$ cat src/hdl/wav_pkg.sv
// sample playback definitions
package wav_pkg;

    ////////////////////////////////////////////////////////////
    // clock and sample rates
    ////////////////////////////////////////////////////////////

    localparam logic [31:0] CLK_HZ = 32'd24_000_000;

    localparam int RATE_HZ_44100 = 44100;
    localparam int RATE_HZ_22050 = 22050;
    localparam int RATE_HZ_48000 = 48000;

    // truncated quotients, close enough for tape loading
    localparam int DIV_44100 = CLK_HZ / RATE_HZ_44100;    // 544
    localparam int DIV_22050 = CLK_HZ / RATE_HZ_22050;    // 1088
    localparam int DIV_48000 = CLK_HZ / RATE_HZ_48000;    // 500
    localparam int DIV_W     = 11;                        // holds up to 1087

    ////////////////////////////////////////////////////////////
    // buffer geometry
    ////////////////////////////////////////////////////////////

    localparam int SAMPLE_W    = 8;     // unsigned 8-bit pcm
    localparam int HALF_ADDR_W = 9;     // 512 bytes per half
    localparam int BUF_ADDR_W  = 10;    // {half, position}

    ////////////////////////////////////////////////////////////
    // encodings
    ////////////////////////////////////////////////////////////

    typedef enum logic [1:0] {
        RATE_44100     = 2'd0,
        RATE_22050     = 2'd1,
        RATE_48000     = 2'd2,
        RATE_48000_ALT = 2'd3       // bit 3 alone selects 48k
    } rate_sel_t;

    typedef enum logic [1:0] {
        FETCH_IDLE,
        FETCH_WAIT,                 // request pending, waiting for a free bus
        FETCH_CAPTURE               // buffer byte valid this cycle
    } fetch_state_t;

endpackage

$ cat src/hdl/sample_fetch_fsm.sv
// play position and sample fetch
`timescale 1ns/1ps

module sample_fetch_fsm
    import wav_pkg::*;
(
    input  logic                  clk,
    input  logic                  reset_n,

    // timing and control
    input  logic                  i_tick,
    input  logic                  i_enable,
    input  logic                  i_ctl_wr,
    input  logic                  i_active_half,

    // buffer side
    input  logic                  i_host_busy,
    input  logic [SAMPLE_W-1:0]   i_play_byte,
    output logic                  o_play_rd,
    output logic [BUF_ADDR_W-1:0] o_play_addr,

    // to the control register
    output logic                  o_half_wrap,

    // audio out
    output logic [SAMPLE_W-1:0]   o_wav_sample
);

    logic [HALF_ADDR_W-1:0] play_pos;
    logic [HALF_ADDR_W-1:0] play_pos_next;
    logic                   play_step;     // tick while enabled
    fetch_state_t           state;
    fetch_state_t           state_next;

    ////////////////////////////////////////////////////////////
    // play position
    ////////////////////////////////////////////////////////////

    assign play_step     = i_tick & i_enable;
    assign play_pos_next = play_pos + 1'b1;
    assign o_half_wrap   = play_step & (play_pos_next == '0);  // end of the half

    always_ff @(posedge clk)
    begin
        if (!reset_n)
            play_pos <= '0;
        else if (i_ctl_wr)
            play_pos <= '0;                 // restart on any control write
        else if (play_step)
            play_pos <= play_pos_next;
    end

    ////////////////////////////////////////////////////////////
    // fetch fsm
    ////////////////////////////////////////////////////////////

    // read goes out only on a cycle the host leaves alone
    assign o_play_rd   = (state == FETCH_WAIT) & ~i_host_busy;
    assign o_play_addr = {i_active_half, play_pos};

    always_comb
    begin
        state_next = state;
        case (state)
            FETCH_IDLE:
                if (play_step)
                    state_next = FETCH_WAIT;
            FETCH_WAIT:
                if (play_step)
                    state_next = FETCH_WAIT;    // newer position, refetch
                else if (!i_host_busy)
                    state_next = FETCH_CAPTURE;
            FETCH_CAPTURE:
                state_next = play_step ? FETCH_WAIT : FETCH_IDLE;
            default:
                state_next = FETCH_IDLE;
        endcase
    end

    always_ff @(posedge clk)
    begin
        if (!reset_n)
            state <= FETCH_IDLE;
        else
            state <= state_next;
    end

    // sample register, holds between fetches
    always_ff @(posedge clk)
    begin
        if (!reset_n)
            o_wav_sample <= '0;
        else if (state == FETCH_CAPTURE)
            o_wav_sample <= i_play_byte;
    end

    ////////////////////////////////////////////////////////////
    // checks
    ////////////////////////////////////////////////////////////

    a_rd_bus_free: assert property (
        @(posedge clk) disable iff (!reset_n)
        o_play_rd |-> !i_host_busy
    );

endmodule

$ cat config.mk
export PLATFORM = sky130hd
export DESIGN_NAME = sample_fetch_fsm
export DESIGN_NICKNAME = d
export VERILOG_FILES = /design/src/hdl/wav_pkg.sv /design/src/hdl/sample_fetch_fsm.sv
export SDC_FILE = /design/constraint.sdc
export NUM_CORES = 1
export LEC_CHECK = 0
export BUFFER_PORTS_ARGS = -buffer_cell sky130_fd_sc_hd__buf_2
export CAP_MARGIN = 20
export CORE_UTILIZATION = 50
export DETAILED_ROUTE_END_ITERATION = 7
export PLACE_DENSITY = 0.81
export SYNTH_ARGS = -nofsm -noshare
export SYNTH_HDL_FRONTEND = slang
export SYNTH_SLANG_ARGS = --single-unit
$ cat constraint.sdc
create_clock -name clk -period 4.23 [get_ports clk]
set_input_delay 1.269 -clock clk [delete_from_list [all_inputs] [get_ports clk]]
set_output_delay 1.269 -clock clk [all_outputs]
set_load 0.005 [all_outputs]
==> out/metrics.csv <==
metric,value,unit
status,"finished, final reports clean",
place_area,1070,sq um
drcViolationCount,0,
post-cts-setup-buffer-count,0,
drv_cap,0,
combPwrFrac,0.063,
yosysMostFrequentCell,dfxtp_1,
cts_buffers,3,
holdBufCountCts,0,
hold_violations,0,
stdcell_area,1100,sq um
slew_headroom,0.662,
htree_levels,1,
crit_path_cell_trace,ha_1 > nand2_2 > xor2_1 > nand3_1 > a221oi_2 > buf_2,
synth_async_sr_flop_share,0,
gp_congestion,0.759,
cts_buffer_depth,2,
cpLargestDelayFamily,flip-flops,
critPathKind,reg2out,
antenna-diode-count,0,
io_pins,35,
grt_pass1_wl,2.97,mm
wl_per_cell,11.9,um
rsz0062_at_grt,no,
track_usage,0.201,
pwr-share-clk,0.320,
num_rows,15,
timing.rr.start,play_pos[0],
routed_wl,1.82,mm
finalPower,0.296,mW
pwr-share-seq,0.617,
clockRootBuffer,clkbuf_4,
grt-ovfl-total,0,
via_per_inst,5.12,
synth.avg_cell_area,9.41,sq um
yosysUniqueCellTypes,31,
tightest_slew,507,ps
die_height,44.9,um
start_util,0.534,
finClkSkew,8.26,ps
post-route-period-util,0.738,
synth_edf_count,0,
drt_iter0_drc,8,
max-vdd-ir-drop,0.000233,V
postSynthCellCount,98,
crit_path_end_kind,output port,
path_buf_inv,1,
first_global_vias,726,
leakage,0.541,nW
syn2layout_area_growth,19.4,%
tns,0,ps
antenna_found_initial,0,
dp.cells,149,
cp_data_required_time,2960,ps
synthTopCellsByArea,"dfxtp_1 (41%), mux2i_1 (8.7%), xor2_1 (5.7%), nor2b_1 (5.4%), nor2_1 (3.7%)",
ctsResizeCount,0,
hold_path_startpoint,state[0],
max_freq,320,MHz
synth_area,922,sq um
dieArea,2020,sq um
critPathMaxFanout,7,
cp_slowest_stage_delay,520,ps
cts_tree,built,
power.density,269,nW/um^2
synth-seq-area-share,0.412,
slew_violations,0,
clk_pin_slew,120,ps
ys_ff_latch,19,
first_pass_iters,4,
hp-class,reg2reg,
critPathLaunchType,flop,
p_int,0.226,mW
layout_min_cycle_time,3120,ps
grt_max_degree,13,
fin_nets,146,
die_w,44.9,um
synth_nets,115,
vias,784,
setup_viol,0,
synthFlopType,dfxtp_1,
ys_warn_count,0,
clkSinkCount,19,
swShare,0.236,
yosys.area.top_type_share,0.412,
ant_nets,0,
stdcell_count,153,
worstPathArrival,1850,ps
drive_above_1_share,0.320,
net-switching-power,0.0701,mW
port-buffer-count,32,
cp-startpoint,play_pos[0],
synth_common_cells,"dfxtp_1 (19), nor2_1 (9), mux2i_1 (8), nor2b_1 (8), nand2_1 (7)",
yosysTopAreaCell,dfxtp_1,
dp.final_hpwl,1.37,mm
coreArea,1730,sq um
insertion_delay,300,ps
critPathSlowestCell,dfxtp_1,
## state kept, by name, indices dropped and copies added, names as in the netlist
| signal | flops |
|---|---|
| o_wav_sample | 8 |
| play_pos | 9 |
| state | 2 |
## metal layers
metal / GRT usage / vias up / wire (um)
met5: 0 / - / 0
met2: 0.342 / 16 / 918
li1: - / 400 / -
met1: 0.246 / 366 / 828
met3: 0.0360 / 2 / 48
met4: 0.0909 / 0 / 21
## stage by stage
step / util / setup slack, ps / hold WS (ps)
6_report: 0.638 / 1110 / 500
5_1_grt: 0.638 / 968 / 536
4_1_cts: 0.638 / 1110 / 501
3_5_place_dp: 0.620 / 1130 / 484
3_3_place_gp: 0.620 / 1150 / 459
2_1_floorplan: - / 1400 / 448
## power by group through the flow
stage               registers [mW]  clock network (mW)  logic [mW]
finish                       0.183              0.0947      0.0187
global route                 0.183               0.104      0.0208
CTS                          0.183              0.0968      0.0189
detailed placement           0.187                   0      0.0188
global placement             0.187                   0      0.0177
floorplan                    0.187                   0     0.00959
## cell type report
cell class	instances	area, sq um
repair buffers	32	160
multi-input cells	72	495
clock buffers	3	22.5
fillers	159	626
well taps	25	31.3
clock inverters	1	7.51
inverters	1	3.75
flip-flops and latches	19	380
## placed cells by master (no fill, tap or decap), types with 3 or more instances in the layout
master,count
dfxtp_1,19
a21oi_1,4
buf_2,32
xnor2_1,3
nor2b_1,8
xor2_1,6
nor2_1,9
clkbuf_4,3
mux2i_1,8
nand3_1,4
nand2_1,7
or3_1,3
## logic make-up after synthesis
logic type,synth area share
and+or+nand+nor,0.275
DFF,0.412
xor gates and xnor gates,0.0855
AOI/OAI and AO/OA,0.0624
muxes,0.0868
buffers and inverters,0.0502
adders and majority gates,0.0271
## worst paths after layout
kind / end / slack (ps) / depth (start not counted)
hold / removal: state[0] / 500 / 2
hold reg to reg: state[0] / 500 / 2
setup reg to reg: play_pos[8] / 2670 / 5
setup / recovery: o_half_wrap / 1110 / 6
## worst min-delay path, cell delays in order, from the launching register on
cell and delay [ps]:
dfxtp_1 350, nand2_1 60, a21oi_1 60
No activity file was read; power rests on OpenSTA's default activity.
