[src/hdl/bus_pkg.sv]
// host bus definitions
package bus_pkg;

    ////////////////////////////////////////////////////////////
    // bus geometry
    ////////////////////////////////////////////////////////////

    localparam int BUS_ADDR_W = 16;     // byte address
    localparam int BUS_DATA_W = 16;
    localparam int BUS_LANES  = 2;      // one write strobe per byte lane

    ////////////////////////////////////////////////////////////
    // address map
    ////////////////////////////////////////////////////////////

    // sample buffer window $d000..$d3ff, byte accessible
    localparam logic [BUS_ADDR_W-1:0] BUF_BASE = 16'hD000;
    localparam int BUF_WINDOW_BITS = 10;    // low bits decoded inside the window

    // playback control port in the io page
    localparam logic [BUS_ADDR_W-1:0] WAVCTL_ADDR = 16'hFF1E;

    ////////////////////////////////////////////////////////////
    // control register layout
    ////////////////////////////////////////////////////////////

    localparam int CTL_EN_BIT   = 0;    // playback enable
    localparam int CTL_AB_BIT   = 1;    // active half, 0 = A
    localparam int CTL_RATE_LSB = 2;    // rate code in bits 3..2
    localparam int CTL_W        = 4;

endpackage

[src/hdl/wav_pkg.sv]
// sample playback definitions
package wav_pkg;

    ////////////////////////////////////////////////////////////
    // clock and sample rates
    ////////////////////////////////////////////////////////////

    localparam logic [31:0] CLK_HZ = 32'd24_000_000;

    localparam int RATE_HZ_44100 = 44100;
    localparam int RATE_HZ_22050 = 22050;
    localparam int RATE_HZ_48000 = 48000;

    // truncated quotients, close enough for tape loading
    localparam int DIV_44100 = CLK_HZ / RATE_HZ_44100;    // 544
    localparam int DIV_22050 = CLK_HZ / RATE_HZ_22050;    // 1088
    localparam int DIV_48000 = CLK_HZ / RATE_HZ_48000;    // 500
    localparam int DIV_W     = 11;                        // holds up to 1087

    ////////////////////////////////////////////////////////////
    // buffer geometry
    ////////////////////////////////////////////////////////////

    localparam int SAMPLE_W    = 8;     // unsigned 8-bit pcm
    localparam int HALF_ADDR_W = 9;     // 512 bytes per half
    localparam int BUF_ADDR_W  = 10;    // {half, position}

    ////////////////////////////////////////////////////////////
    // encodings
    ////////////////////////////////////////////////////////////

    typedef enum logic [1:0] {
        RATE_44100     = 2'd0,
        RATE_22050     = 2'd1,
        RATE_48000     = 2'd2,
        RATE_48000_ALT = 2'd3       // bit 3 alone selects 48k
    } rate_sel_t;

    typedef enum logic [1:0] {
        FETCH_IDLE,
        FETCH_WAIT,                 // request pending, waiting for a free bus
        FETCH_CAPTURE               // buffer byte valid this cycle
    } fetch_state_t;

endpackage

[src/hdl/wav_ctl_regs.sv]
// playback control register
`timescale 1ns/1ps

module wav_ctl_regs
    import bus_pkg::*;
    import wav_pkg::*;
(
    input  logic                  clk,
    input  logic                  reset_n,

    // host bus
    input  logic [BUS_ADDR_W-1:0] i_bus_addr,
    input  logic [BUS_LANES-1:0]  i_bus_wr,
    input  logic                  i_bus_rd,
    input  logic [BUS_DATA_W-1:0] i_bus_wdata,

    // from the fetch fsm
    input  logic                  i_half_wrap,

    // decoded control
    output logic                  o_ctl_wr,
    output logic                  o_enable,
    output logic                  o_active_half,
    output rate_sel_t             o_rate,

    // gated read-back
    output logic [BUS_DATA_W-1:0] o_ctl_rdata
);

    logic             ctl_sel;
    logic [CTL_W-1:0] ctl_q;       // {rate[1:0], a/b, enable}
    logic             ctl_rd_q;    // read strobe delayed to the data cycle

    ////////////////////////////////////////////////////////////
    // decode
    ////////////////////////////////////////////////////////////

    assign ctl_sel  = (i_bus_addr == WAVCTL_ADDR);
    assign o_ctl_wr = ctl_sel & i_bus_wr[0];   // low lane only

    ////////////////////////////////////////////////////////////
    // register
    ////////////////////////////////////////////////////////////

    always_ff @(posedge clk)
    begin
        if (!reset_n)
        begin
            ctl_q <= '0;                        // disabled, half A, 44100
        end
        else if (o_ctl_wr)
        begin
            // host write beats a wrap in the same cycle
            ctl_q <= i_bus_wdata[CTL_W-1:0];
        end
        else if (i_half_wrap)
        begin
            ctl_q[CTL_AB_BIT] <= ~ctl_q[CTL_AB_BIT];    // hand the old half back
        end
    end

    assign o_enable      = ctl_q[CTL_EN_BIT];
    assign o_active_half = ctl_q[CTL_AB_BIT];
    assign o_rate        = rate_sel_t'(ctl_q[CTL_RATE_LSB +: $bits(rate_sel_t)]);

    ////////////////////////////////////////////////////////////
    // read-back
    ////////////////////////////////////////////////////////////

    always_ff @(posedge clk)
    begin
        if (!reset_n)
            ctl_rd_q <= 1'b0;
        else
            ctl_rd_q <= ctl_sel & i_bus_rd;
    end

    // zero unless this port was read last cycle, so the top can OR sources
    assign o_ctl_rdata = ctl_rd_q ? {{(BUS_DATA_W-CTL_W){1'b0}}, ctl_q} : '0;

endmodule

[config.mk]
export PLATFORM = sky130hd
export DESIGN_NAME = wav_ctl_regs
export DESIGN_NICKNAME = d
export VERILOG_FILES = /design/src/hdl/bus_pkg.sv /design/src/hdl/wav_pkg.sv /design/src/hdl/wav_ctl_regs.sv
export SDC_FILE = /design/constraint.sdc
export NUM_CORES = 1
export LEC_CHECK = 0
export BUFFER_PORTS_ARGS = -buffer_cell sky130_fd_sc_hd__buf_4
export CORE_ASPECT_RATIO = 0.8
export CORE_MARGIN = 2
export CORE_UTILIZATION = 25
export CTS_CLUSTER_SIZE = 8
export DETAILED_ROUTE_END_ITERATION = 8
export GPL_ROUTABILITY_DRIVEN = 0
export PLACE_DENSITY_LB_ADDON = 0.3
export SLEW_MARGIN = 25
export SYNTH_ARGS = -nofsm -noshare
export SYNTH_HDL_FRONTEND = slang
export SYNTH_SLANG_ARGS = --single-unit
[constraint.sdc]
create_clock -name clk -period 1.35 [get_ports clk]
set_clock_uncertainty 0.15 [all_clocks]
set_input_delay 0.0675 -clock clk [delete_from_list [all_inputs] [get_ports clk]]
set_output_delay 0.0675 -clock clk [all_outputs]
set_load 0.1 [all_outputs]
==> results by group <==
Global route
  – Vias in the first global route: 394
  – First-pass GRT wire length: 1552 um
  – Pin count of the biggest net entering global routing: 6
  – Total track usage: 0.1016
  – GRT overflow: 0
  – Antenna violations before repair: 0

Synthesis
  – Synth warnings: 0
  – Multiplexer area fraction after synthesis: 0
  – Count of cell types in the netlist: 17
  – Area share of xor/xnor cells in the synthesized design: 0.02053
  – Post-Syn Area: 426.7 sq um
  – Synth Area in Compound Gates: 0.1026
  – Sequential share of the synthesized area: 0.2346
  – Post-Synthesis Cells: 46
  – Number of synthesized register bits: 5
  – Post-Synth Adder-Cell Area: 0
  – Largest family of logic cells by synthesized area: simple AND/OR/NAND/NOR gates
  – Post-synthesis simple-gate area fraction: 0.3959
  – Avg Cell Area, Syn: 9.275 sq um

Worst setup path
  – Critical path fanouts, max: 2
  – Worst-path cell chain: buf_4 > nand4b_4 > nor4_4 > nand2_1 > clkinvlp_4 > buf_12
  – CP Class: input port to output port
  – CP endpoint kind: output port
  – WP data arrival: 1.05 ns
  – Startpoint Class: input port
  – Slowest stage cell, crit path: nor4_4
  – Crit-path max cell delay: 0.30 ns
  – Worst EP required: 1.13 ns

Route
  – DRT iter0 DRCs: 3
  – Vias/cell: 3.920
  – Final WL: 1029 um
  – DRT Pass-1 Iters: 2
  – ANT nets after route: 0
  – # DRC: 0
  – Wire per inst: 9.106 um
  – Via Count: 443

Finish
  – Nets@finish: 130
  – Final Core Density: 0.4949
  – Most frequent cells in the layout: buf_4, conb_1, dlygate4sd3_1
  – Post-route design area: 797.0 sq um
  – Diodes inserted: 0
  – Fraction of layout cells with a size suffix above 1: 0.5714
  – Commonest non-fill, non-tap cell in the layout: buf_4
  – Synthesis-to-finish area growth: 86.80%

Clock network
  – Clk slew on worst S/H paths: 0.04 ns
  – Post-CTS Setup Inserts: 0
  – CTS tree: yes
  – Root Driver: clkbuf_4
  – Clk buf depth: 2
  – CTS Buf Count: 3
  – H-tree depth: 1
  – Worst-Skew Late Latency: 0.24 ns
  – Clk sinks: 5

STA
  – F_max: 792.0 MHz
  – Tmin final: 1.263 ns
  – Setup violators final: 0
  – Fin crit share: 0.9353
  – Final WS setup: 0.08729 ns
  – Count of final hold-check violations: 0
  – Unrepaired setup endpoints after global routing: no
  – Fin. max-slew vios: 0
  – Setup TNS: 0 ns

Floorplanning
  – Initial core utilization: 0.2650
  – Height of the die: 40.95 um
  – Core outline area: 1610 sq um
  – Die footprint: 2055 sq um
  – Die Width: 50.19 um
  – I/O pins: 59
  – Num rows: 13

Power and ir drop
  – Total power: 605.9 uW
  – Pwr/cell area: 760.2 nW/um^2
  – Worst vdd ir: 0.2779 mV
  – P_leak: 0.0004021 uW

Min path
  – Worst Hold Class: input port to flip-flop

Place
  – PortBufs: 33
  – DP Area: 678.2 sq um
  – Place WS: -0.1243 ns
  – Post-DP HPWL: 839.9 um

Run status
  – Run status: finished clean

Run
  – Max Cap Violations: 0
[routing by layer]
layer	GRT usage	part of all wire
met2	0.2039	0.52
met4	0.06250	0
met5	0	0
met3	0.003650	0.11
met1	0.1126	0.37
[timing repair]
| item | 4_1_cts | 5_1_grt |
|---|---|---|
| hold endpoints to repair | 5 | 0 |
| hold buffers | 8 | 0 |
| resized for setup | 1 | 2 |
| cloned | 0 | 0 |
| pin swaps | 0 | 2 |
| setup endpoints to repair | 1 | 1 |
[layout make-up]
cell class	instances	area [sq um]
multi-input combinational	37	275.3
timing repair buffer	42	347.8
fill	164	813.3
sequential	5	105.1
inverter	3	15.01
tap	22	27.53
clock buffer	4	26.28
[registers in the layout, summed over array words and instances, names as in the netlist]
name      flops
ctl_rd_q      1
ctl_q         4
[power by group]
group,leakage [uW],internal (uW),switching (uW)
Sequential,0.0000424,152,2.38
Combinational,0.000345,77.2,201
Clock,0.0000150,112,61.7
Total,0.000402,341,265
[path summary, 6_finish.rpt]
kind | start | to | slack [ns] | cells after the start
max | i_bus_addr[0] | o_ctl_wr | 0.09 | 6
min | i_bus_wr[0] | ctl_q[1] | 0.07 | 4
max reg2reg | ctl_q[1] | ctl_q[1] | 0.41 | 3
min reg2reg | ctl_q[2] | ctl_q[2] | 0.34 | 2
[cell families (layout without fill, tap and decap cells)]
kind of cell / count (synthesis) / in the layout
AND/OR/NAND/NOR: 16 / 16
buffers and inverters: 15 / 49
AO/OA/AOI/OAI: 8 / 8
XOR/XNOR: 1 / 1
other: 1 / 12
flip-flops: 5 / 5
[through the flow]
step	hold slack [ns]	std cells
CTS	0.06316	113
detailed placement	0.1588	101
floorplan	0.05747	57
global placement	0.1574	101
global route	0.08764	113
finish	0.07040	113
[worst max-delay path: cells and delay by family]
kind / cells / cell delay, ns
AND/OR/NAND/NOR: 3 / 0.60
buffers and inverters: 3 / 0.38
[cell usage after synthesis]
library cell,count,share of area
buf_4,12,0.21
dfxtp_1,5,0.23
a21oi_1,4,0.047
and2_1,4,0.059
nand3_1,4,0.047
inv_1,3,0.026
o21ai_1,3,0.035
nand4b_4,2,0.11
and3_1,1,0.015
conb_1,1,0.0088
nand2_1,1,0.0088
nand4_1,1,0.015
nand4bb_4,1,0.065
nor4_4,1,0.050
o21ai_2,1,0.021
or4_4,1,0.026
xor2_1,1,0.021
(Power assumes the default switching activity.)
