[config.mk]
export PLATFORM = sky130hd
export DESIGN_NAME = sample_rate_divider
export DESIGN_NICKNAME = d
export VERILOG_FILES = /design/src/hdl/wav_pkg.sv /design/src/hdl/sample_rate_divider.sv
export SDC_FILE = /design/constraint.sdc
export NUM_CORES = 1
export LEC_CHECK = 0
export BUFFER_PORTS_ARGS = -buffer_cell sky130_fd_sc_hd__buf_2
export CORE_MARGIN = 4
export CORE_UTILIZATION = 25
export DETAILED_ROUTE_END_ITERATION = 10
export PLACE_DENSITY = 0.44
export REMOVE_ABC_BUFFERS = 1
export SLEW_MARGIN = 40
export SYNTH_ARGS = -nofsm -noshare
export SYNTH_HDL_FRONTEND = slang
export SYNTH_SLANG_ARGS = --single-unit
[constraint.sdc]
create_clock -name clk -period 2.8 [get_ports clk]
set_input_delay 0.42 -clock clk [delete_from_list [all_inputs] [get_ports clk]]
set_output_delay 0.42 -clock clk [all_outputs]
set_load 0.01 [all_outputs]
[src/hdl/wav_pkg.sv]
// sample playback definitions
package wav_pkg;

    ////////////////////////////////////////////////////////////
    // clock and sample rates
    ////////////////////////////////////////////////////////////

    localparam logic [31:0] CLK_HZ = 32'd24_000_000;

    localparam int RATE_HZ_44100 = 44100;
    localparam int RATE_HZ_22050 = 22050;
    localparam int RATE_HZ_48000 = 48000;

    // truncated quotients, close enough for tape loading
    localparam int DIV_44100 = CLK_HZ / RATE_HZ_44100;    // 544
    localparam int DIV_22050 = CLK_HZ / RATE_HZ_22050;    // 1088
    localparam int DIV_48000 = CLK_HZ / RATE_HZ_48000;    // 500
    localparam int DIV_W     = 11;                        // holds up to 1087

    ////////////////////////////////////////////////////////////
    // buffer geometry
    ////////////////////////////////////////////////////////////

    localparam int SAMPLE_W    = 8;     // unsigned 8-bit pcm
    localparam int HALF_ADDR_W = 9;     // 512 bytes per half
    localparam int BUF_ADDR_W  = 10;    // {half, position}

    ////////////////////////////////////////////////////////////
    // encodings
    ////////////////////////////////////////////////////////////

    typedef enum logic [1:0] {
        RATE_44100     = 2'd0,
        RATE_22050     = 2'd1,
        RATE_48000     = 2'd2,
        RATE_48000_ALT = 2'd3       // bit 3 alone selects 48k
    } rate_sel_t;

    typedef enum logic [1:0] {
        FETCH_IDLE,
        FETCH_WAIT,                 // request pending, waiting for a free bus
        FETCH_CAPTURE               // buffer byte valid this cycle
    } fetch_state_t;

endpackage

[src/hdl/sample_rate_divider.sv]
// sample tick divider
`timescale 1ns/1ps

module sample_rate_divider
    import wav_pkg::*;
(
    input  logic      clk,
    input  logic      reset_n,
    input  rate_sel_t i_rate,
    output logic      o_tick
);

    logic [DIV_W-1:0] div_cnt;
    logic [DIV_W-1:0] div_top;     // last count value of the period

    // period select, both 48k codes share a divisor
    always_comb
    begin
        case (i_rate)
            RATE_44100:     div_top = DIV_W'(DIV_44100 - 1);
            RATE_22050:     div_top = DIV_W'(DIV_22050 - 1);
            RATE_48000:     div_top = DIV_W'(DIV_48000 - 1);
            RATE_48000_ALT: div_top = DIV_W'(DIV_48000 - 1);
            default:        div_top = DIV_W'(DIV_44100 - 1);
        endcase
    end

    // free running, never restarted by a control write
    always_ff @(posedge clk)
    begin
        if (!reset_n)
            div_cnt <= '0;
        else if (div_cnt >= div_top)    // also catches a switch to a shorter period
            div_cnt <= '0;
        else
            div_cnt <= div_cnt + 1'b1;
    end

    assign o_tick = (div_cnt == '0);   // one cycle per period

    ////////////////////////////////////////////////////////////
    // checks
    ////////////////////////////////////////////////////////////

    // counter must never run past the longest period
    a_cnt_range: assert property (
        @(posedge clk) disable iff (!reset_n)
        div_cnt < DIV_W'(DIV_22050)
    );

endmodule

==> results of run 1 <==
where the power goes:
group	switching (mW)	internal, mW	total (mW)
combinational	0.0354	0.0328	0.0682
sequential	0.0223	0.167	0.190
clock	0.0548	0.0528	0.108
cell type report:
class	instances	area (um^2)
clock buffer	3	22.52
sequential	11	220.2
multi-input combinational	61	445.4
timing repair buffer	4	20.02
tap	30	37.54
fill	300	1805
clock inverter	1	5.005
inverter	3	11.26
per-layer routing:
layer | up-vias | part of all wire [%]
li1 | 301 | -
met1 | 276 | 52
met2 | 6 | 43
met3 | 2 | 5.2
met4 | 0 | 0.46
met5 | - | 0
layout by cell type, fill, tap and decap left out, types with 3 or more instances in the layout:
| cell type | n |
|---|---|
| nand2_1 | 3 |
| nand4_1 | 5 |
| buf_2 | 4 |
| inv_1 | 3 |
| a21oi_1 | 12 |
| clkbuf_4 | 3 |
| nand3_1 | 3 |
| ha_1 | 8 |
| xor2_1 | 8 |
| o21ai_0 | 3 |
| dfxtp_1 | 11 |
cell families (layout without fill, tap and decap cells):
logic type / after synthesis / after routing / synth area share, %
AO/OA/AOI/OAI: 21 / 21 / 17.54
XOR/XNOR: 9 / 9 / 11.39
adder cells (fa/ha/maj): 8 / 8 / 14.47
buffers and inverters: 5 / 11 / 3.797
flip-flops: 11 / 11 / 31.83
AND/OR/NAND/NOR: 23 / 23 / 20.98
critical path: stages (launching register included):
cell and delay [ns]:
dfxtp_1 0.40, ha_1 0.33, a211oi_1 0.24, o21bai_1 0.10, a211o_1 0.42, a21boi_0 0.21
synth_stat cells:
| cell type | n |
|---|---|
| a21boi_0 | 1 |
| xnor2_1 | 1 |
| nand2_1 | 3 |
| and3_2 | 1 |
| inv_1 | 3 |
| nor2_1 | 1 |
| o31ai_1 | 1 |
| nand4bb_1 | 1 |
| ha_1 | 8 |
| nand4_1 | 5 |
| clkbuf_1 | 1 |
| a21oi_1 | 12 |
| buf_6 | 1 |
| or3_1 | 1 |
| a211o_1 | 1 |
| and4_1 | 1 |
| o211ai_1 | 1 |
| dfxtp_1 | 11 |
| xor2_1 | 8 |
| and3_1 | 2 |
| a211oi_1 | 1 |
| and4b_1 | 1 |
| nor4_1 | 2 |
| o21bai_1 | 1 |
| nand3b_1 | 1 |
| nor3b_1 | 1 |
| o21ai_0 | 3 |
| nand3_1 | 3 |
through the flow:
| step | util (%) | hold WS, ns |
|---|---|---|
| after CTS | 29.68 | 0.5805 |
| final | 29.68 | 0.5726 |
| after global routing | 29.68 | 0.6195 |
| after floorplan | - | 0.4875 |
| after global placement | 28.61 | 0.5631 |
| after detailed placement | 28.61 | 0.5602 |
worst min path at each step:
stage | slack, ns | from | cells after the start | endpoint
after floorplan | 0.49 | div_cnt[0]$_SDFF_PP0_ | 1 | div_cnt[0]$_SDFF_PP0_
after global placement | 0.56 | div_cnt[0]$_SDFF_PP0_ | 1 | div_cnt[0]$_SDFF_PP0_
after detailed placement | 0.56 | div_cnt[0]$_SDFF_PP0_ | 1 | div_cnt[0]$_SDFF_PP0_
after CTS | 0.58 | div_cnt[0]$_SDFF_PP0_ | 1 | div_cnt[0]$_SDFF_PP0_
after global routing | 0.62 | div_cnt[10]$_SDFF_PP0_ | 2 | div_cnt[10]$_SDFF_PP0_
final | 0.57 | div_cnt[0]$_SDFF_PP0_ | 1 | div_cnt[0]$_SDFF_PP0_
==> impl_metrics.env, run 1 <==
export IMPL_met3_usage_pct=4.468
export IMPL_syn_area_um2=691.9
export IMPL_syn_mean_instance_area_um2=8.986
export IMPL_post_cts_buffers=0
export IMPL_postCtsHoldBufs=0
export IMPL_fmax_mhz=562.6
export IMPL_worst_slew_pin_slew_ns=0.4779
export IMPL_vias_per_cell=5.177
export IMPL_clock_latency_ns=0.27
export IMPL_grt_pass1_wl_um=2732
export IMPL_drv_cap=0
export IMPL_setup_ws_ns=1.022
export IMPL_antenna_cells=0
export IMPL_synth_seq_cells=11
export IMPL_critPathMaxFanout=11
export IMPL_synth_warnings=0
export IMPL_worstHoldPathType="flop to flop"
export IMPL_slew_viol_final=0
export IMPL_grt_max_degree=12
export IMPL_ant_nets=0
export IMPL_grt_setup_unrepaired="no"
export IMPL_core_um2=2567
export IMPL_die_h_um=60.61
export IMPL_crit_path_end="div_cnt[1]$_SDFF_PP0_"
export IMPL_port_buffers=4
export IMPL_regMostFlops="div_cnt"
export IMPL_initial_core_util_pct=26.95
export IMPL_period_minus_slack_ns=1.778
export IMPL_synthTopCellsByArea="dfxtp_1, ha_1, xor2_1"
export IMPL_ctsHtreeMaxLevel=1
export IMPL_arrival_ns=1.97
export IMPL_grtUsageMet1_pct=13.86
export IMPL_largest_reg_flops=11
export IMPL_drcViolationCount=0
export IMPL_routed_wl_um=1527
export IMPL_grt_overflow_total=0
export IMPL_cts_buffer_depth=2
export IMPL_drtPass1Iterations=4
export IMPL_startpoint="div_cnt[0]$_SDFF_PP0_"
export IMPL_slew_headroom_pct=68.04
export IMPL_drtIter0Drc=8
export IMPL_vdd_ir_drop_max_uv=328.3
export IMPL_place_inst=109
export IMPL_yosysTopAreaCell="dfxtp_1"
export IMPL_place_hpwl_um=1065
export IMPL_placed_area_um2=734.5
export IMPL_cts_sinks=11
export IMPL_r2r_slack_ns=1.02
export IMPL_postSynthCellCount=77
export IMPL_design_die_area_um2=3674
export IMPL_total_power_mw=0.3655
export IMPL_status="finished clean"
export IMPL_r2r_start="div_cnt[0]$_SDFF_PP0_"
export IMPL_rows=18
export IMPL_fin_area_um2=762.0
export IMPL_io_pins=5
export IMPL_clkTransAtPathRegs_ns=0.07
export IMPL_fin_worst_skew_ns=0.004392
export IMPL_ctsResizeCount=0
export IMPL_antenna_found_initial=0
export IMPL_finalNonFillerCells=113
export IMPL_critPathKind="flop to flop"
export IMPL_finalSetupViolations=0
export IMPL_timing_final_hold_violations=0
export IMPL_pre_cts_ws_ns=0.8317
export IMPL_wl_per_cell_um=13.51
export IMPL_drive_gt1_share_pct=10.84
export IMPL_busiest_layer="met2"
export IMPL_ys_types=28
export IMPL_grt_util_all_layers_pct=10.06
export IMPL_cts_buffers=3
export IMPL_seq_area_frac_synth_pct=31.83
export IMPL_finalSetupTns_ns=0
export IMPL_required_ns=3.00
export IMPL_fin_nets=96
export IMPL_root_buffer="clkbuf_4"
export IMPL_area_growth_pct=10.13
export IMPL_top_regs="div_cnt (11)"
export IMPL_crit_path_start_kind="flop"
export IMPL_r2r_end="div_cnt[1]$_SDFF_PP0_"
export IMPL_power_density_nw_per_um2=479.7
export IMPL_leakagePower_nw=0.3115
export IMPL_reg2reg_depth=5
export IMPL_end_kind="flop"
export IMPL_synth_top_cell_area_share_pct=31.83
export IMPL_cts_tree="built"
export IMPL_num_vias=585
export IMPL_gp_congestion=0.7281
export IMPL_use_met2_pct=14.66
export IMPL_grt_pass1_vias=550
export IMPL_die_x_um=60.61
export IMPL_fin_crit_sh_pct=63.48
Note: power is estimated with default switching activity, not from simulation.
==> run 2: changes to the inputs <==
==> constraint.sdc (replaced) <==
create_clock -name clk -period 1.75 [get_ports clk]
set_input_delay 0.2625 -clock clk [delete_from_list [all_inputs] [get_ports clk]]
set_output_delay 0.2625 -clock clk [all_outputs]
set_load 0.01 [all_outputs]
==> impl_metrics.env, run 2 (synthesis results as in run 1) <==
export IMPL_gp_congestion=0.7610
export IMPL_arrival_ns=1.34
export IMPL_grt_setup_unrepaired="no"
export IMPL_grt_pass1_vias=552
export IMPL_multi_input_area_um2=446.7
export IMPL_area_growth_pct=19.89
export IMPL_layout_commonest_cell="a21oi_1"
export IMPL_ant_nets=0
export IMPL_clock_latency_ns=0.27
export IMPL_regMostFlops="div_cnt"
export IMPL_critPathKind="flop to primary output"
export IMPL_rows=18
export IMPL_timing_hold_ws_ns=0.4668
export IMPL_grt_overflow_total=0
export IMPL_cts_buffers=3
export IMPL_finalSetupViolations=0
export IMPL_slew_viol_final=0
export IMPL_end_kind="primary output"
export IMPL_period_minus_slack_ns=1.602
export IMPL_routed_wl_um=1602
export IMPL_num_vias=615
export IMPL_fin_worst_skew_ns=0.004671
export IMPL_antenna_cells=0
export IMPL_crit_chain="buf_4 -> nor4_1 -> and4b_1 -> buf_2"
export IMPL_largest_reg_flops=11
export IMPL_timing_final_hold_violations=0
export IMPL_vias_per_cell=5.041
export IMPL_startpoint="div_cnt[2]$_SDFF_PP0_"
export IMPL_port_buffers=4
export IMPL_cts_tree="built"
export IMPL_design_die_area_um2=3674
export IMPL_io_pins=5
export IMPL_crit_path_start_kind="flop"
export IMPL_layout_common_cells="a21oi_1, dfxtp_1, buf_4"
export IMPL_fmax_mhz=624.2
export IMPL_status="finished clean"
export IMPL_required_ns=1.49
export IMPL_worstHoldStart="reset_n"
export IMPL_r2r_start="div_cnt[3]$_SDFF_PP0_"
export IMPL_worst_path_max_delay_cell="dfxtp_1"
export IMPL_cts_sinks=11
export IMPL_place_hpwl_um=1153
export IMPL_critPathMaxFanout=6
export IMPL_clkTransAtPathRegs_ns=0.07
export IMPL_postCtsHoldBufs=0
export IMPL_fillers=279
export IMPL_fin_crit_sh_pct=91.55
export IMPL_worst_slew_pin_slew_ns=0.2374
export IMPL_initial_core_util_pct=26.95
export IMPL_die_x_um=60.61
export IMPL_root_buffer="clkbuf_4"
export IMPL_grt_max_degree=12
export IMPL_worst_path_buf_inv=2
export IMPL_grt_util_all_layers_pct=10.06
export IMPL_drtIter0Drc=16
export IMPL_cts_buffer_depth=2
export IMPL_drtPass1Iterations=4
export IMPL_leakagePower_nw=0.3544
export IMPL_antenna_found_initial=0
export IMPL_worstHoldPathType="primary input to flop"
export IMPL_fin_util_pct=32.31
export IMPL_top_regs="div_cnt (11)"
export IMPL_vdd_ir_drop_max_uv=467.6
export IMPL_drcViolationCount=0
export IMPL_core_um2=2567
export IMPL_fin_nets=105
export IMPL_ctsHtreeMaxLevel=1
export IMPL_wl_per_cell_um=13.13
export IMPL_power_density_nw_per_um2=742.5
export IMPL_drv_cap=0
export IMPL_drive_gt1_share_pct=19.57
export IMPL_worst_path_dominant_cell_family="simple AND/OR/NAND/NOR gates"
export IMPL_die_h_um=60.61
export IMPL_slew_headroom_pct=84.15
export IMPL_grt_pass1_wl_um=2684
export IMPL_max_stage_delay_ns=0.32
export IMPL_post_cts_buffers=0
export IMPL_seq_area_um2=220.2
run 2: changes by cell type in the layout (fill, tap and decap cells not counted), sizes merged:
cell / previous run / this run
clkinv: 1 / 0
buf: 4 / 13
clkbuf: 3 / 4
run 2: path summary, 6_finish.rpt:
path / to / slack (ns) / cells after the start
worst max-delay path: o_tick / 0.15 / 4
worst min-delay path: div_cnt[0]$_SDFF_PP0_ / 0.47 / 4
worst max register to register: div_cnt[1]$_SDFF_PP0_ / 0.17 / 5
worst min register to register: div_cnt[0]$_SDFF_PP0_ / 0.57 / 2
run 2: area by class of cell:
type / count / area share, %
inverters: 3 / 1.357
repair buffers: 13 / 10.56
clock buffers: 4 / 3.167
flip-flops and latches: 11 / 26.55
multi-input cells: 61 / 53.85
well taps: 30 / 4.525
run 2: metal layers:
layer / wire length (um) / share of wire, % / vias to the layer above / GRT usage (%)
li1: - / - / 322 / -
met1: 820 / 51 / 285 / 13.24
met2: 727 / 45 / 6 / 14.96
met3: 45 / 2.8 / 2 / 3.830
met4: 10 / 0.62 / 0 / 3.715
met5: 0 / 0 / - / 0
run 2: report_power, final:
part	internal, mW	leakage (nW)	total (mW)	switching [mW]
registers	0.268	0.0894	0.278	0.0108
clock network	0.0883	0.0150	0.174	0.0856
logic	0.0775	0.250	0.164	0.0861
run 2: metrics by stage:
step	area, um^2	TNS (ns)	total power [mW]	worst slack (ns)	cells
final	829.5	0	0.6160	0.1478	122
after global routing	829.5	0	0.6624	0.01716	122
after CTS	828.3	0	0.6288	0.1131	122
after detailed placement	802.0	-0.03404	0.4481	-0.03404	118
after global placement	802.0	-0.004350	0.4479	-0.004350	118
after floorplan	676.9	0	0.3746	0.2397	75
run 2: worst min-delay path: cells and delay by family:
kind	cells	cell delay [ns]
buf+inv	2	0.28
simple gates	1	0.07
compound gates	1	0.08
run 2: timing repair:
item / CTS / global route
endpoints found under the setup margin: 0 / 1
hold endpoints to repair: 0 / 0
gates resized for setup: 0 / 1
==> run 3: changes to the inputs <==
--- a/config.mk
+++ b/config.mk
@@ -6,10 +6,12 @@
 export NUM_CORES = 1
 export LEC_CHECK = 0
 export BUFFER_PORTS_ARGS = -buffer_cell sky130_fd_sc_hd__buf_2
+export CELL_PAD_IN_SITES_DETAIL_PLACEMENT = 1
+export CELL_PAD_IN_SITES_GLOBAL_PLACEMENT = 1
 export CORE_MARGIN = 4
 export CORE_UTILIZATION = 25
 export DETAILED_ROUTE_END_ITERATION = 10
-export PLACE_DENSITY = 0.44
+export PLACE_DENSITY = 0.52
 export REMOVE_ABC_BUFFERS = 1
 export SLEW_MARGIN = 40
 export SYNTH_ARGS = -nofsm -noshare
==> impl_metrics.env, run 3 (synthesis results as in run 1) <==
export IMPL_vdd_ir_drop_max_uv=387.0
export IMPL_post_cts_buffers=0
export IMPL_postCtsHoldBufs=0
export IMPL_drv_cap=0
export IMPL_grt_setup_unrepaired="no"
export IMPL_routed_wl_um=1701
export IMPL_initial_core_util_pct=26.95
export IMPL_ant_nets=0
export IMPL_grt_pass1_vias=643
export IMPL_r2r_slack_ns=0.15
export IMPL_antenna_found_initial=0
export IMPL_crit_chain="buf_4 -> nor4_1 -> and4b_1 -> buf_2"
export IMPL_timing_hold_ws_ns=0.4682
export IMPL_ctsHtreeMaxLevel=1
export IMPL_fmax_mhz=621.2
export IMPL_status="finished clean"
export IMPL_root_buffer="clkbuf_4"
export IMPL_layout_common_cells="a21oi_1, dfxtp_1, buf_4"
export IMPL_place_hpwl_um=1323
export IMPL_grt_max_degree=12
export IMPL_slew_headroom_pct=76.65
export IMPL_crit_path_start_kind="flop"
export IMPL_cts_buffers=3
export IMPL_pre_cts_ws_ns=-0.02168
export IMPL_clkTransAtPathRegs_ns=0.07
export IMPL_slew_viol_final=0
export IMPL_leakagePower_nw=0.3660
export IMPL_drcViolationCount=0
export IMPL_worst_slew_pin_slew_ns=0.3503
export IMPL_largest_reg_flops=11
export IMPL_max_stage_delay_ns=0.31
export IMPL_drive_gt1_share_pct=20.21
export IMPL_finalSetupViolations=0
export IMPL_drtIter0Drc=7
export IMPL_grt_util_all_layers_pct=11.27
export IMPL_worst_path_buf_inv=2
export IMPL_die_h_um=60.61
export IMPL_fin_nets=107
export IMPL_design_die_area_um2=3674
export IMPL_power_density_nw_per_um2=736.5
export IMPL_ctsResizeCount=0
export IMPL_required_ns=1.49
export IMPL_regMostFlops="div_cnt"
export IMPL_drtPass1Iterations=4
export IMPL_cts_tree="built"
export IMPL_critPathMaxFanout=6
export IMPL_io_pins=5
export IMPL_setup_ws_ns=0.1403
export IMPL_rows=18
export IMPL_port_buffers=4
export IMPL_num_vias=624
export IMPL_antenna_cells=0
export IMPL_timing_final_hold_violations=0
export IMPL_top_regs="div_cnt (11)"
export IMPL_vias_per_cell=5.032
export IMPL_cts_buffer_depth=2
export IMPL_die_x_um=60.61
export IMPL_worst_path_dominant_cell_family="simple AND/OR/NAND/NOR gates"
export IMPL_area_growth_pct=21.88
export IMPL_worst_path_max_delay_cell="dfxtp_1"
export IMPL_worstHoldPathType="primary input to flop"
export IMPL_core_um2=2567
export IMPL_fin_crit_sh_pct=91.98
export IMPL_critPathKind="flop to primary output"
export IMPL_grt_overflow_total=0
export IMPL_wl_per_cell_um=13.72
export IMPL_layout_commonest_cell="a21oi_1"
export IMPL_gp_congestion=0.7728
export IMPL_fin_worst_skew_ns=0.0002989
export IMPL_arrival_ns=1.35
export IMPL_period_minus_slack_ns=1.610
export IMPL_cts_sinks=11
export IMPL_end_kind="primary output"
export IMPL_grt_pass1_wl_um=3063
export IMPL_clock_latency_ns=0.26
[run 3: cell types whose count changed in the layout (fill, tap and decap cells not counted)]
cell and change:
a211o_1 +1, a211o_2 -1, buf_4 +2
[run 3: per-layer routing]
layer / routed length, um / vias to the layer above / global-route usage, %
met1: 834 / 295 / 14.72
met2: 810 / 4 / 17.86
met5: 0 / - / 0
met3: 43 / 2 / 3.191
li1: - / 323 / -
met4: 12 / 0 / 3.715
[run 3: layout make-up]
cell class	instances	area [um^2]
multi-input cells	61	445.4
fillers	312	1724
clock buffers	4	26.28
well taps	30	37.54
repair buffers	15	102.6
flip-flops and latches	11	220.2
inverters	3	11.26
[run 3: path summary, 6_finish.rpt]
| check | start | end | cells past startpoint |
|---|---|---|---|
| worst max-delay path | div_cnt[2]$_SDFF_PP0_ | o_tick | 4 |
| worst min register to register | div_cnt[0]$_SDFF_PP0_ | div_cnt[0]$_SDFF_PP0_ | 2 |
| worst min-delay path | reset_n | div_cnt[7]$_SDFF_PP0_ | 4 |
| worst max register to register | div_cnt[0]$_SDFF_PP0_ | div_cnt[1]$_SDFF_PP0_ | 5 |
[run 3: through the flow]
step / instances / area [um^2] / setup TNS [ns] / total power, mW / utilization, %
2_1_floorplan: 75 / 676.9 / 0 / 0.3746 / -
3_3_place_gp: 120 / 817.0 / 0 / 0.4518 / 31.82
3_5_place_dp: 120 / 817.0 / -0.04034 / 0.4532 / 31.82
4_1_cts: 124 / 843.3 / 0 / 0.6336 / 32.85
5_1_grt: 124 / 843.3 / 0 / 0.6725 / 32.85
6_report: 124 / 843.3 / 0 / 0.6211 / 32.85
[run 3: power by group]
group	switching, mW	leakage (nW)	internal, mW
logic	0.0896	0.262	0.0804
registers	0.00899	0.0894	0.268
clock network	0.0864	0.0150	0.0880
[run 3: worst min-delay path: stages]
cell and delay (ns):
buf_2 0.10, nand3b_1 0.07, buf_4 0.17, a21oi_1 0.07
